**src/hw/aes_pkg.sv**
```systemverilog
package aes_pkg;

    // ========================================
    // Widths and round count
    // ========================================
    localparam int BLK_W      = 128;
    localparam int IV_W       = 96;
    localparam int CTR_W      = 32;
    localparam int WORD_W     = 32;
    localparam int ADDR_W     = 7;
    localparam int DATA_W     = 64;
    localparam int NUM_ROUNDS = 10;

    // ========================================
    // Register map
    // ========================================
    // Key words, most significant first
    localparam logic [ADDR_W-1:0] OFS_KEY0   = 7'h00;
    localparam logic [ADDR_W-1:0] OFS_KEY1   = 7'h04;
    localparam logic [ADDR_W-1:0] OFS_KEY2   = 7'h08;
    localparam logic [ADDR_W-1:0] OFS_KEY3   = 7'h0C;
    localparam logic [ADDR_W-1:0] OFS_IV0    = 7'h20;
    localparam logic [ADDR_W-1:0] OFS_IV1    = 7'h24;
    localparam logic [ADDR_W-1:0] OFS_IV2    = 7'h28;
    localparam logic [ADDR_W-1:0] OFS_CTR    = 7'h2C;
    localparam logic [ADDR_W-1:0] OFS_CMD    = 7'h38;
    localparam logic [ADDR_W-1:0] OFS_STATUS = 7'h39;
    localparam logic [ADDR_W-1:0] OFS_DIN0   = 7'h40;
    localparam logic [ADDR_W-1:0] OFS_DIN1   = 7'h44;
    localparam logic [ADDR_W-1:0] OFS_DIN2   = 7'h48;
    localparam logic [ADDR_W-1:0] OFS_DIN3   = 7'h4C;
    localparam logic [ADDR_W-1:0] OFS_DOUT0  = 7'h50;
    localparam logic [ADDR_W-1:0] OFS_DOUT1  = 7'h54;
    localparam logic [ADDR_W-1:0] OFS_DOUT2  = 7'h58;
    localparam logic [ADDR_W-1:0] OFS_DOUT3  = 7'h5C;

    // Status bit positions
    localparam int ST_BUSY       = 0;
    localparam int ST_DONE       = 1;
    localparam int ST_KEYS_READY = 2;

    // ========================================
    // Types
    // ========================================
    // Byte 0 sits in the top bits, byte 4*col+row
    typedef logic [0:15][7:0] blk_t;
    typedef logic [3:0]       rk_idx_t;

    typedef struct packed {
        logic              req;
        logic              wen;
        logic [ADDR_W-1:0] addr;
        logic [DATA_W-1:0] wdata;
    } mmio_req_t;

    typedef struct packed {
        logic              ack;
        logic [DATA_W-1:0] rdata;
    } mmio_rsp_t;

    typedef struct packed {
        logic start;
        blk_t key;
    } ks_cmd_t;

    typedef struct packed {
        logic start;
        blk_t blk;
    } blk_req_t;

    typedef struct packed {
        logic valid;
        blk_t blk;
    } blk_res_t;

    // ========================================
    // Rijndael S-box, entry 0 leftmost
    // ========================================
    localparam logic [0:255][7:0] SBOX_TBL = {
        128'h637c777bf26b6fc53001672bfed7ab76,
        128'hca82c97dfa5947f0add4a2af9ca472c0,
        128'hb7fd9326363ff7cc34a5e5f171d83115,
        128'h04c723c31896059a071280e2eb27b275,
        128'h09832c1a1b6e5aa0523bd6b329e32f84,
        128'h53d100ed20fcb15b6acbbe394a4c58cf,
        128'hd0efaafb434d338545f9027f503c9fa8,
        128'h51a3408f929d38f5bcb6da2110fff3d2,
        128'hcd0c13ec5f974417c4a77e3d645d1973,
        128'h60814fdc222a908846eeb814de5e0bdb,
        128'he0323a0a4906245cc2d3ac629195e479,
        128'he7c8376d8dd54ea96c56f4ea657aae08,
        128'hba78252e1ca6b4c6e8dd741f4bbd8b8a,
        128'h703eb5664803f60e613557b986c11d9e,
        128'he1f8981169d98e949b1e87e9ce5528df,
        128'h8ca1890dbfe6426841992d0fb054bb16
    };

    function automatic logic [7:0] sbox(input logic [7:0] x);
        return SBOX_TBL[x];
    endfunction

    // Multiply by 2 in GF(2^8)
    function automatic logic [7:0] xtime(input logic [7:0] b);
        return {b[6:0], 1'b0} ^ (b[7] ? 8'h1b : 8'h00);
    endfunction

    function automatic blk_t sub_bytes(input blk_t s);
        blk_t r;
        for (int i = 0; i < 16; i++) begin
            r[i] = sbox(s[i]);
        end
        return r;
    endfunction

    // Row r rotates left by r columns
    function automatic blk_t shift_rows(input blk_t s);
        blk_t r;
        for (int c = 0; c < 4; c++) begin
            for (int row = 0; row < 4; row++) begin
                r[4*c + row] = s[4*((c + row) % 4) + row];
            end
        end
        return r;
    endfunction

    function automatic blk_t mix_columns(input blk_t s);
        blk_t       r;
        logic [7:0] a0;
        logic [7:0] a1;
        logic [7:0] a2;
        logic [7:0] a3;
        for (int c = 0; c < 4; c++) begin
            a0 = s[4*c];
            a1 = s[4*c + 1];
            a2 = s[4*c + 2];
            a3 = s[4*c + 3];
            r[4*c]     = xtime(a0) ^ xtime(a1) ^ a1 ^ a2 ^ a3;
            r[4*c + 1] = a0 ^ xtime(a1) ^ xtime(a2) ^ a2 ^ a3;
            r[4*c + 2] = a0 ^ a1 ^ xtime(a2) ^ xtime(a3) ^ a3;
            r[4*c + 3] = xtime(a0) ^ a0 ^ a1 ^ a2 ^ xtime(a3);
        end
        return r;
    endfunction

endpackage
```
**src/hw/aes_mmio_regs.sv**
```systemverilog
module aes_mmio_regs (
    input  logic               clk,
    input  logic               rst_n,
    input  aes_pkg::mmio_req_t bus_i,
    output aes_pkg::mmio_rsp_t bus_o,
    input  logic               keys_ready_i,
    input  aes_pkg::blk_res_t  res_i,
    output aes_pkg::ks_cmd_t   ks_cmd_o,
    output aes_pkg::blk_req_t  blk_req_o,
    output logic               irq_o
);
    import aes_pkg::*;

    logic [BLK_W-1:0]  key_q;
    logic [IV_W-1:0]   iv_q;
    logic [CTR_W-1:0]  ctr_q;
    logic [BLK_W-1:0]  din_q;
    logic [BLK_W-1:0]  dout_q;
    logic              busy;
    logic              done;
    logic              ks_start;
    logic              blk_start;
    logic              wr;
    logic              rd;
    logic              trigger;
    logic [WORD_W-1:0] wword;
    logic [DATA_W-1:0] status;
    logic [DATA_W-1:0] rd_mux;

    assign wr    = bus_i.req && bus_i.wen;
    assign rd    = bus_i.req && !bus_i.wen;
    assign wword = bus_i.wdata[WORD_W-1:0];

    // Last data word starts a block once keys are in place
    assign trigger = wr && (bus_i.addr == OFS_DIN3) && keys_ready_i && !busy && !ks_start;

    assign ks_cmd_o.start  = ks_start;
    assign ks_cmd_o.key    = key_q;
    assign blk_req_o.start = blk_start;
    assign blk_req_o.blk   = {iv_q, ctr_q};

    always_comb begin
        status                = '0;
        status[ST_BUSY]       = busy;
        status[ST_DONE]       = done;
        status[ST_KEYS_READY] = keys_ready_i;
    end

    always_comb begin
        case (bus_i.addr)
            OFS_STATUS: rd_mux = status;
            OFS_CTR:    rd_mux = DATA_W'(ctr_q);
            OFS_DOUT0:  rd_mux = DATA_W'(dout_q[127:96]);
            OFS_DOUT1:  rd_mux = DATA_W'(dout_q[95:64]);
            OFS_DOUT2:  rd_mux = DATA_W'(dout_q[63:32]);
            OFS_DOUT3:  rd_mux = DATA_W'(dout_q[31:0]);
            default:    rd_mux = '0;
        endcase
    end

    // ========================================
    // Register file and block control
    // ========================================
    always_ff @(posedge clk or negedge rst_n) begin
        if (!rst_n) begin
            key_q     <= '0;
            iv_q      <= '0;
            ctr_q     <= '0;
            din_q     <= '0;
            dout_q    <= '0;
            busy      <= 1'b0;
            done      <= 1'b0;
            ks_start  <= 1'b0;
            blk_start <= 1'b0;
            irq_o     <= 1'b0;
        end else begin
            // Commands arriving mid-block are dropped
            ks_start  <= wr && (bus_i.addr == OFS_CMD) && !busy;
            blk_start <= trigger;
            irq_o     <= res_i.valid;

            // CTR output and counter step on each finished block
            if (res_i.valid) begin
                dout_q <= din_q ^ res_i.blk;
                ctr_q  <= ctr_q + CTR_W'(1);
                busy   <= 1'b0;
                done   <= 1'b1;
            end

            if (wr) begin
                case (bus_i.addr)
                    OFS_KEY0: key_q[127:96] <= wword;
                    OFS_KEY1: key_q[95:64]  <= wword;
                    OFS_KEY2: key_q[63:32]  <= wword;
                    OFS_KEY3: key_q[31:0]   <= wword;
                    OFS_IV0:  iv_q[95:64]   <= wword;
                    OFS_IV1:  iv_q[63:32]   <= wword;
                    OFS_IV2:  iv_q[31:0]    <= wword;
                    OFS_CTR:  ctr_q         <= wword;
                    OFS_CMD: begin
                        if (!busy) begin
                            done <= 1'b0;
                        end
                    end
                    OFS_DIN0: din_q[127:96] <= wword;
                    OFS_DIN1: din_q[95:64]  <= wword;
                    OFS_DIN2: din_q[63:32]  <= wword;
                    OFS_DIN3: din_q[31:0]   <= wword;
                    default: ;
                endcase
            end

            if (trigger) begin
                busy <= 1'b1;
                done <= 1'b0;
            end
        end
    end

    // Single-cycle acknowledge, reads return zero for writes
    always_ff @(posedge clk or negedge rst_n) begin
        if (!rst_n) begin
            bus_o <= '0;
        end else begin
            bus_o.ack   <= bus_i.req;
            bus_o.rdata <= rd ? rd_mux : '0;
        end
    end

endmodule

```
**config.mk**
```make
export PLATFORM = sky130hd
export DESIGN_NAME = aes_mmio_regs
export DESIGN_NICKNAME = d
export VERILOG_FILES = /design/src/hw/aes_pkg.sv /design/src/hw/aes_mmio_regs.sv
export SDC_FILE = /design/constraint.sdc
export NUM_CORES = 1
export LEC_CHECK = 0
export ABC_CLOCK_PERIOD_IN_PS = 3560
export BUFFER_PORTS_ARGS = -buffer_cell sky130_fd_sc_hd__buf_2
export CAP_MARGIN = 20
export CORE_MARGIN = 3
export CORE_UTILIZATION = 37
export DETAILED_ROUTE_END_ITERATION = 12
export PLACE_DENSITY = 0.65
export SYNTH_ARGS = -nofsm -noshare
export SYNTH_HDL_FRONTEND = slang
export SYNTH_SLANG_ARGS = --single-unit
```
**constraint.sdc**
```tcl
create_clock -name clk -period 3.56 [get_ports clk]
set_input_delay 0.534 -clock clk [delete_from_list [all_inputs] [get_ports clk]]
set_output_delay 0.534 -clock clk [all_outputs]
set_load 0.03 [all_outputs]
```
After elaboration in Yosys (flattened, before gate mapping). Cells that the tools add are included.

Flip-flop bits (word level): 582. Bits of input ports: 205. Output and inout bits: 324. Word-level logic and storage cells: 75.

Reductions and logical operators: 24. Bitwise gates (word level): 1. Muxes and demuxes: 12. Equal/unequal tests: 17. Add/subtract/negate cells: 1.

Operators with widths (count): $pmux 32 s6 (1); $xor 128x128->128 (1); $mux 32 (3); $mux 64 (1); $eq 7x7->1 const B (8); $eq 7x6->1 const B (6); $add 32x1->32 const B (1); $reduce_and 2->1 (11); $eq 7x4->1 const B (2); $logic_and 1x1->1 (8); $eq 7x3->1 const B (1); $logic_not 7->1 (1); $mux 1 (7); $logic_not 1->1 (3); $reduce_bool 2->1 (1).

Logic depth before layout (Yosys ltp).
Depth in word-level cells: 6. Gate-level depth with buffers: 8. Mapped depth without buffers: 6.

Worst setup path before layout. No wires, ideal clock.

Path type: input port to flip-flop. From: input port bus_i[68] in the netlist's numbering. To: register bus_o[16] in the netlist's numbering. Library setup time: 78 ps. Slack: 1680 ps. Buffers on the path: 3. Stages: 8. Arrival: 1802 ps. Required time: 3482 ps. Cell sequence: buf_2 > nand2_1 > nor4_4 > and3b_1 > buf_2 > buf_2 > a22oi_1 > a21oi_1.

Cells in the longest elaborated chain, start to end: 3. Elaborated cells between the ends (all ways): 8. Classes of those cells: eq/ne (6); mux (2).

Ends and longest elaborated chain: start, declared (line aes_mmio_regs.sv:4) `input aes_pkg::mmio_req_t bus_i,`; $eq 7x7->1 or $eq 7x6->1 (tied branches) (line aes_mmio_regs.sv:50) `case (bus_i.addr)`; $pmux 32 s6 * (line aes_mmio_regs.sv:50); $mux 64 * (line aes_mmio_regs.sv:126) `bus_o.rdata <= rd ? rd_mux : '0;`; end, declared (line aes_mmio_regs.sv:5) `output aes_pkg::mmio_rsp_t bus_o,`.

Every way passes the cells marked *; elsewhere a longest branch is shown, timed or not. A chain may end at the register's enable or synchronous reset.

Worst setup path in the final report.
From: register ctr_q[0]. To: register ctr_q[28].

Cells in the longest elaborated chain, start to end: 4.

Ends and longest elaborated chain: start, declared (line aes_mmio_regs.sv:16) `logic [CTR_W-1:0] ctr_q;`; start signal, assigned (line aes_mmio_regs.sv:85) `ctr_q <= ctr_q + CTR_W'(1);`; start signal, assigned (line aes_mmio_regs.sv:99) `OFS_CTR: ctr_q <= wword;`; $add 32x1->32 * (line aes_mmio_regs.sv:85); $mux 32 * (line aes_mmio_regs.sv:83) `if (res_i.valid) begin`; $mux 32 (line aes_mmio_regs.sv:91) `case (bus_i.addr)`; $mux 32 * (line aes_mmio_regs.sv:90) `if (wr) begin`.

Marks and branches as above.

==> summary.txt <==
Die
  • Die Wd: 256 um
  • Die Footprint: 65,700 um2
  • Boundary Pins: 529
  • Die span in y: 256 um
  • Site row count: 91
  • Initial Util: 0.375
  • CORE AREA: 61,800 um2

Power and ir drop
  • Clock power share: 0.414
  • Sequential power share: 0.463
  • Overall power: 15.0 mW
  • Power share of the combinational group: 0.124
  • Psw: 4.02 mW
  • VDD IR max: 0.371 mV
  • P_leak: 14.3 nW
  • Pint: 11.0 mW
  • Sw frac: 0.268
  • Power density cells: 529 nW/um2

Synth
  • Avg Cell Area, Syn: 12.7 um2
  • Sequential share of the synthesized area: 0.594
  • Mux share of post-synthesis cell area: 0.188
  • Number of flops mapped to enable cells by yosys: 0
  • Synth async-reset ratio: 1.00
  • Synth Warn #: 0
  • Ys flop type: dfrtp_1
  • Compound-gate portion of the synthesized area: 0.0623
  • Seq cells post-synth: 550
  • Synth unique cells: 45
  • Post-Syn Instances: 1,821
  • Post-Synth Adder-Cell Area: 0.000540
  • Synth Area in XOR/XNOR: 0.0601
  • Syn Std Cell Area: 23,200 um2
  • Post-Synth Simple-Gate Area: 0.0608
  • Main combinational cell family by area after synthesis: multiplexers

Worst setup path
  • Setup slack, reg-to-reg: 1.27 ns
  • Critical Path RT: 4.01 ns
  • Crit Path Class: reg2reg
  • Crit-path max FO: 7
  • R2R cell count: 6
  • Worst setup EP type: flop
  • Arrival @ worst endpoint: 2.73 ns
  • Startpoint types: flop
  • Worst Setup SP: ctr_q[0]
  • Worst R2R End: ctr_q[28]
  • Critical path endpoint: ctr_q[28]
  • Reg-to-Reg Start: ctr_q[0]

STA
  • RSZ-0062 raised after global routing: no
  • Setup violators final: 0
  • Hold Fails Final Rpt: 0
  • Setup TNS: 0 ns
  • Fmax: 0.437 GHz
  • Crit share post-route: 0.642
  • Max transition margin: 0.281
  • Worst Tran Pin Value: 1.08 ns
  • Period minus WS final: 2.29 ns
  • Clk_skew: 0.0158 ns
  • Hold WS: 0.111 ns
  • Slew Viols, Final: 0

Drt
  • Routed vias: 15,870
  • Final ANT Viol Nets: 0
  • Via density: 5.04
  • DR WL/cell: 21.9 um
  • Iter 0 DRT Violations: 864
  • Final WL: 69.1 mm
  • Remaining DRCs: 0
  • 1st-pass router iterations: 6

Clocking
  • CTS resizes: 0
  • CTS tree: built
  • Clock Sinks: 550
  • Clk buf depth: 3
  • Root Buffer: clkbuf_16
  • Clk pin slew, worst setup/hold paths: 0.06 ns
  • # Post-CTS Setup Buffers: 0
  • Htree depth: 2
  • Clock Latency Late Sink: 0.61 ns
  • # hold bufs at CTS: 1
  • CTS buffer count: 58

Placed design
  • DP HPWL: 47.6 mm
  • I/O Buffers: 464
  • Final Wtd Congestion: 0.776

Final layout
  • Synth-to-layout area growth: 22.6%
  • Fin util: 0.460
  • Layout cells sized above 1: 0.430
  • Final net count: 2,464

Hold path
  • Min-delay worst type: in2reg

Outcome
  • Outcome: complete, no violations

Global route
  • Initial antenna violation count: 10
  • Grt ovf: 0
  • Gr usage total: 0.208
  • First-pass GRT wire length: 105 mm
  • Pin count of the biggest net entering global routing: 129
  • Vias in the first global route: 16,694

Run
  • Max_cap viols: 0
layer usage:
| metal | vias to the layer above | global-route usage | wire (um) |
|---|---|---|---|
| met4 | 6 | 0.0635 | 1820 |
| met5 | - | 0 | 39 |
| li1 | 7097 | - | - |
| met3 | 103 | 0.0500 | 5020 |
| met2 | 544 | 0.350 | 33900 |
| met1 | 8120 | 0.268 | 28300 |
cells in the final DEF, fill, tap and decap left out, types with 9 or more instances in the layout:
master and instances:
nand4_1 13, clkbuf_8 11, clkbuf_1 12, clkinv_2 11, nand2_1 55, mux2_1 10, nand3_1 9, conb_1 32
buf_2 461, o21ai_0 11, mux2i_1 12, nand2_2 12, nor2_1 174, mux2_2 360, a21oi_1 190, a22oi_1 32
xor2_1 23, xnor2_1 136, buf_12 12, dfrtp_1 550, a22o_1 18, buf_4 31, clkbuf_16 59
critical path, cell delays in order (launching register included):
cell and delay (ns):
dfrtp_1 0.53, ha_1 0.39, nand2_1 0.14, nor3_2 0.60, nand4_1 0.21, xor2_1 0.18, a21oi_1 0.08
cell usage after synthesis (6+ instances only):
cell      count  area, um2
a21oi_1     190        951
a22o_1       18        158
a22oi_1      32        240
and3_1        7       43.8
buf_1         7       26.3
buf_2        43        215
buf_4        36        270
clkbuf_1     75        282
dfrtp_1     550      13800
mux2_1       10        113
mux2_2      360       4050
mux2i_1      12        120
nand2_1      67        251
nand3_1       9       45.0
nand4_1      13       81.3
nor2_1      175        657
nor3_1        6       30.0
o21ai_0      11       55.1
xnor2_1     136       1190
xor2_1       23        201
layout make-up:
type	count	area [um2]
flip-flops and latches	550	13800
clock buffers	81	1660
well taps	837	1050
fillers	5607	33400
multi-input cells	1138	8800
inverters	3	11.3
repair buffers	507	2820
diodes	6	15.0
clock inverters	26	310
logic make-up after synthesis:
logic type,count (synthesis)
simple gates,305
xor+xnor,159
flops,550
fa+ha+maj,1
compound gates,256
other cells,1
buf+inv,164
mux,385
through the flow:
stage / area, um2 / instances / setup slack, ns
after floorplan: 23300 / 1852 / 1.68
after global placement: 26400 / 3034 / 0.777
after detailed placement: 26400 / 3034 / 0.712
after CTS: 28400 / 3142 / 1.23
after global routing: 28400 / 3147 / 1.08
final: 28400 / 3148 / 1.27
state kept, by name, indices dropped and copies added, names as in the netlist, 32 cells and up:
signal / flops
key_q: 128
ctr_q: 32
dout_q: 128
iv_q: 96
bus_o: 33
din_q: 128
power by group through the flow:
stage / Sequential (mW) / Clock (mW) / Combinational [mW]
3_3_place_gp: 7.03 / 0 / 1.84
2_1_floorplan: 7.36 / 0 / 0.786
6_report: 6.95 / 6.21 / 1.86
3_5_place_dp: 7.06 / 0 / 1.87
5_1_grt: 7.00 / 6.62 / 2.01
4_1_cts: 6.95 / 6.37 / 1.88
worst min path at each step:
stage	startpoint	to	slack [ns]	cells after the start
final	bus_i[72]	bus_o[64]	0.11	1
after global routing	bus_i[72]	bus_o[64]	0.07	1
after CTS	bus_i[72]	bus_o[64]	0.07	1
after detailed placement	ks_start	blk_start	0.46	1
after global placement	iv_q[54]	iv_q[54]	0.47	1
after floorplan	rst_n	blk_start	0.24	0
Power figures use the tool's default switching activity.
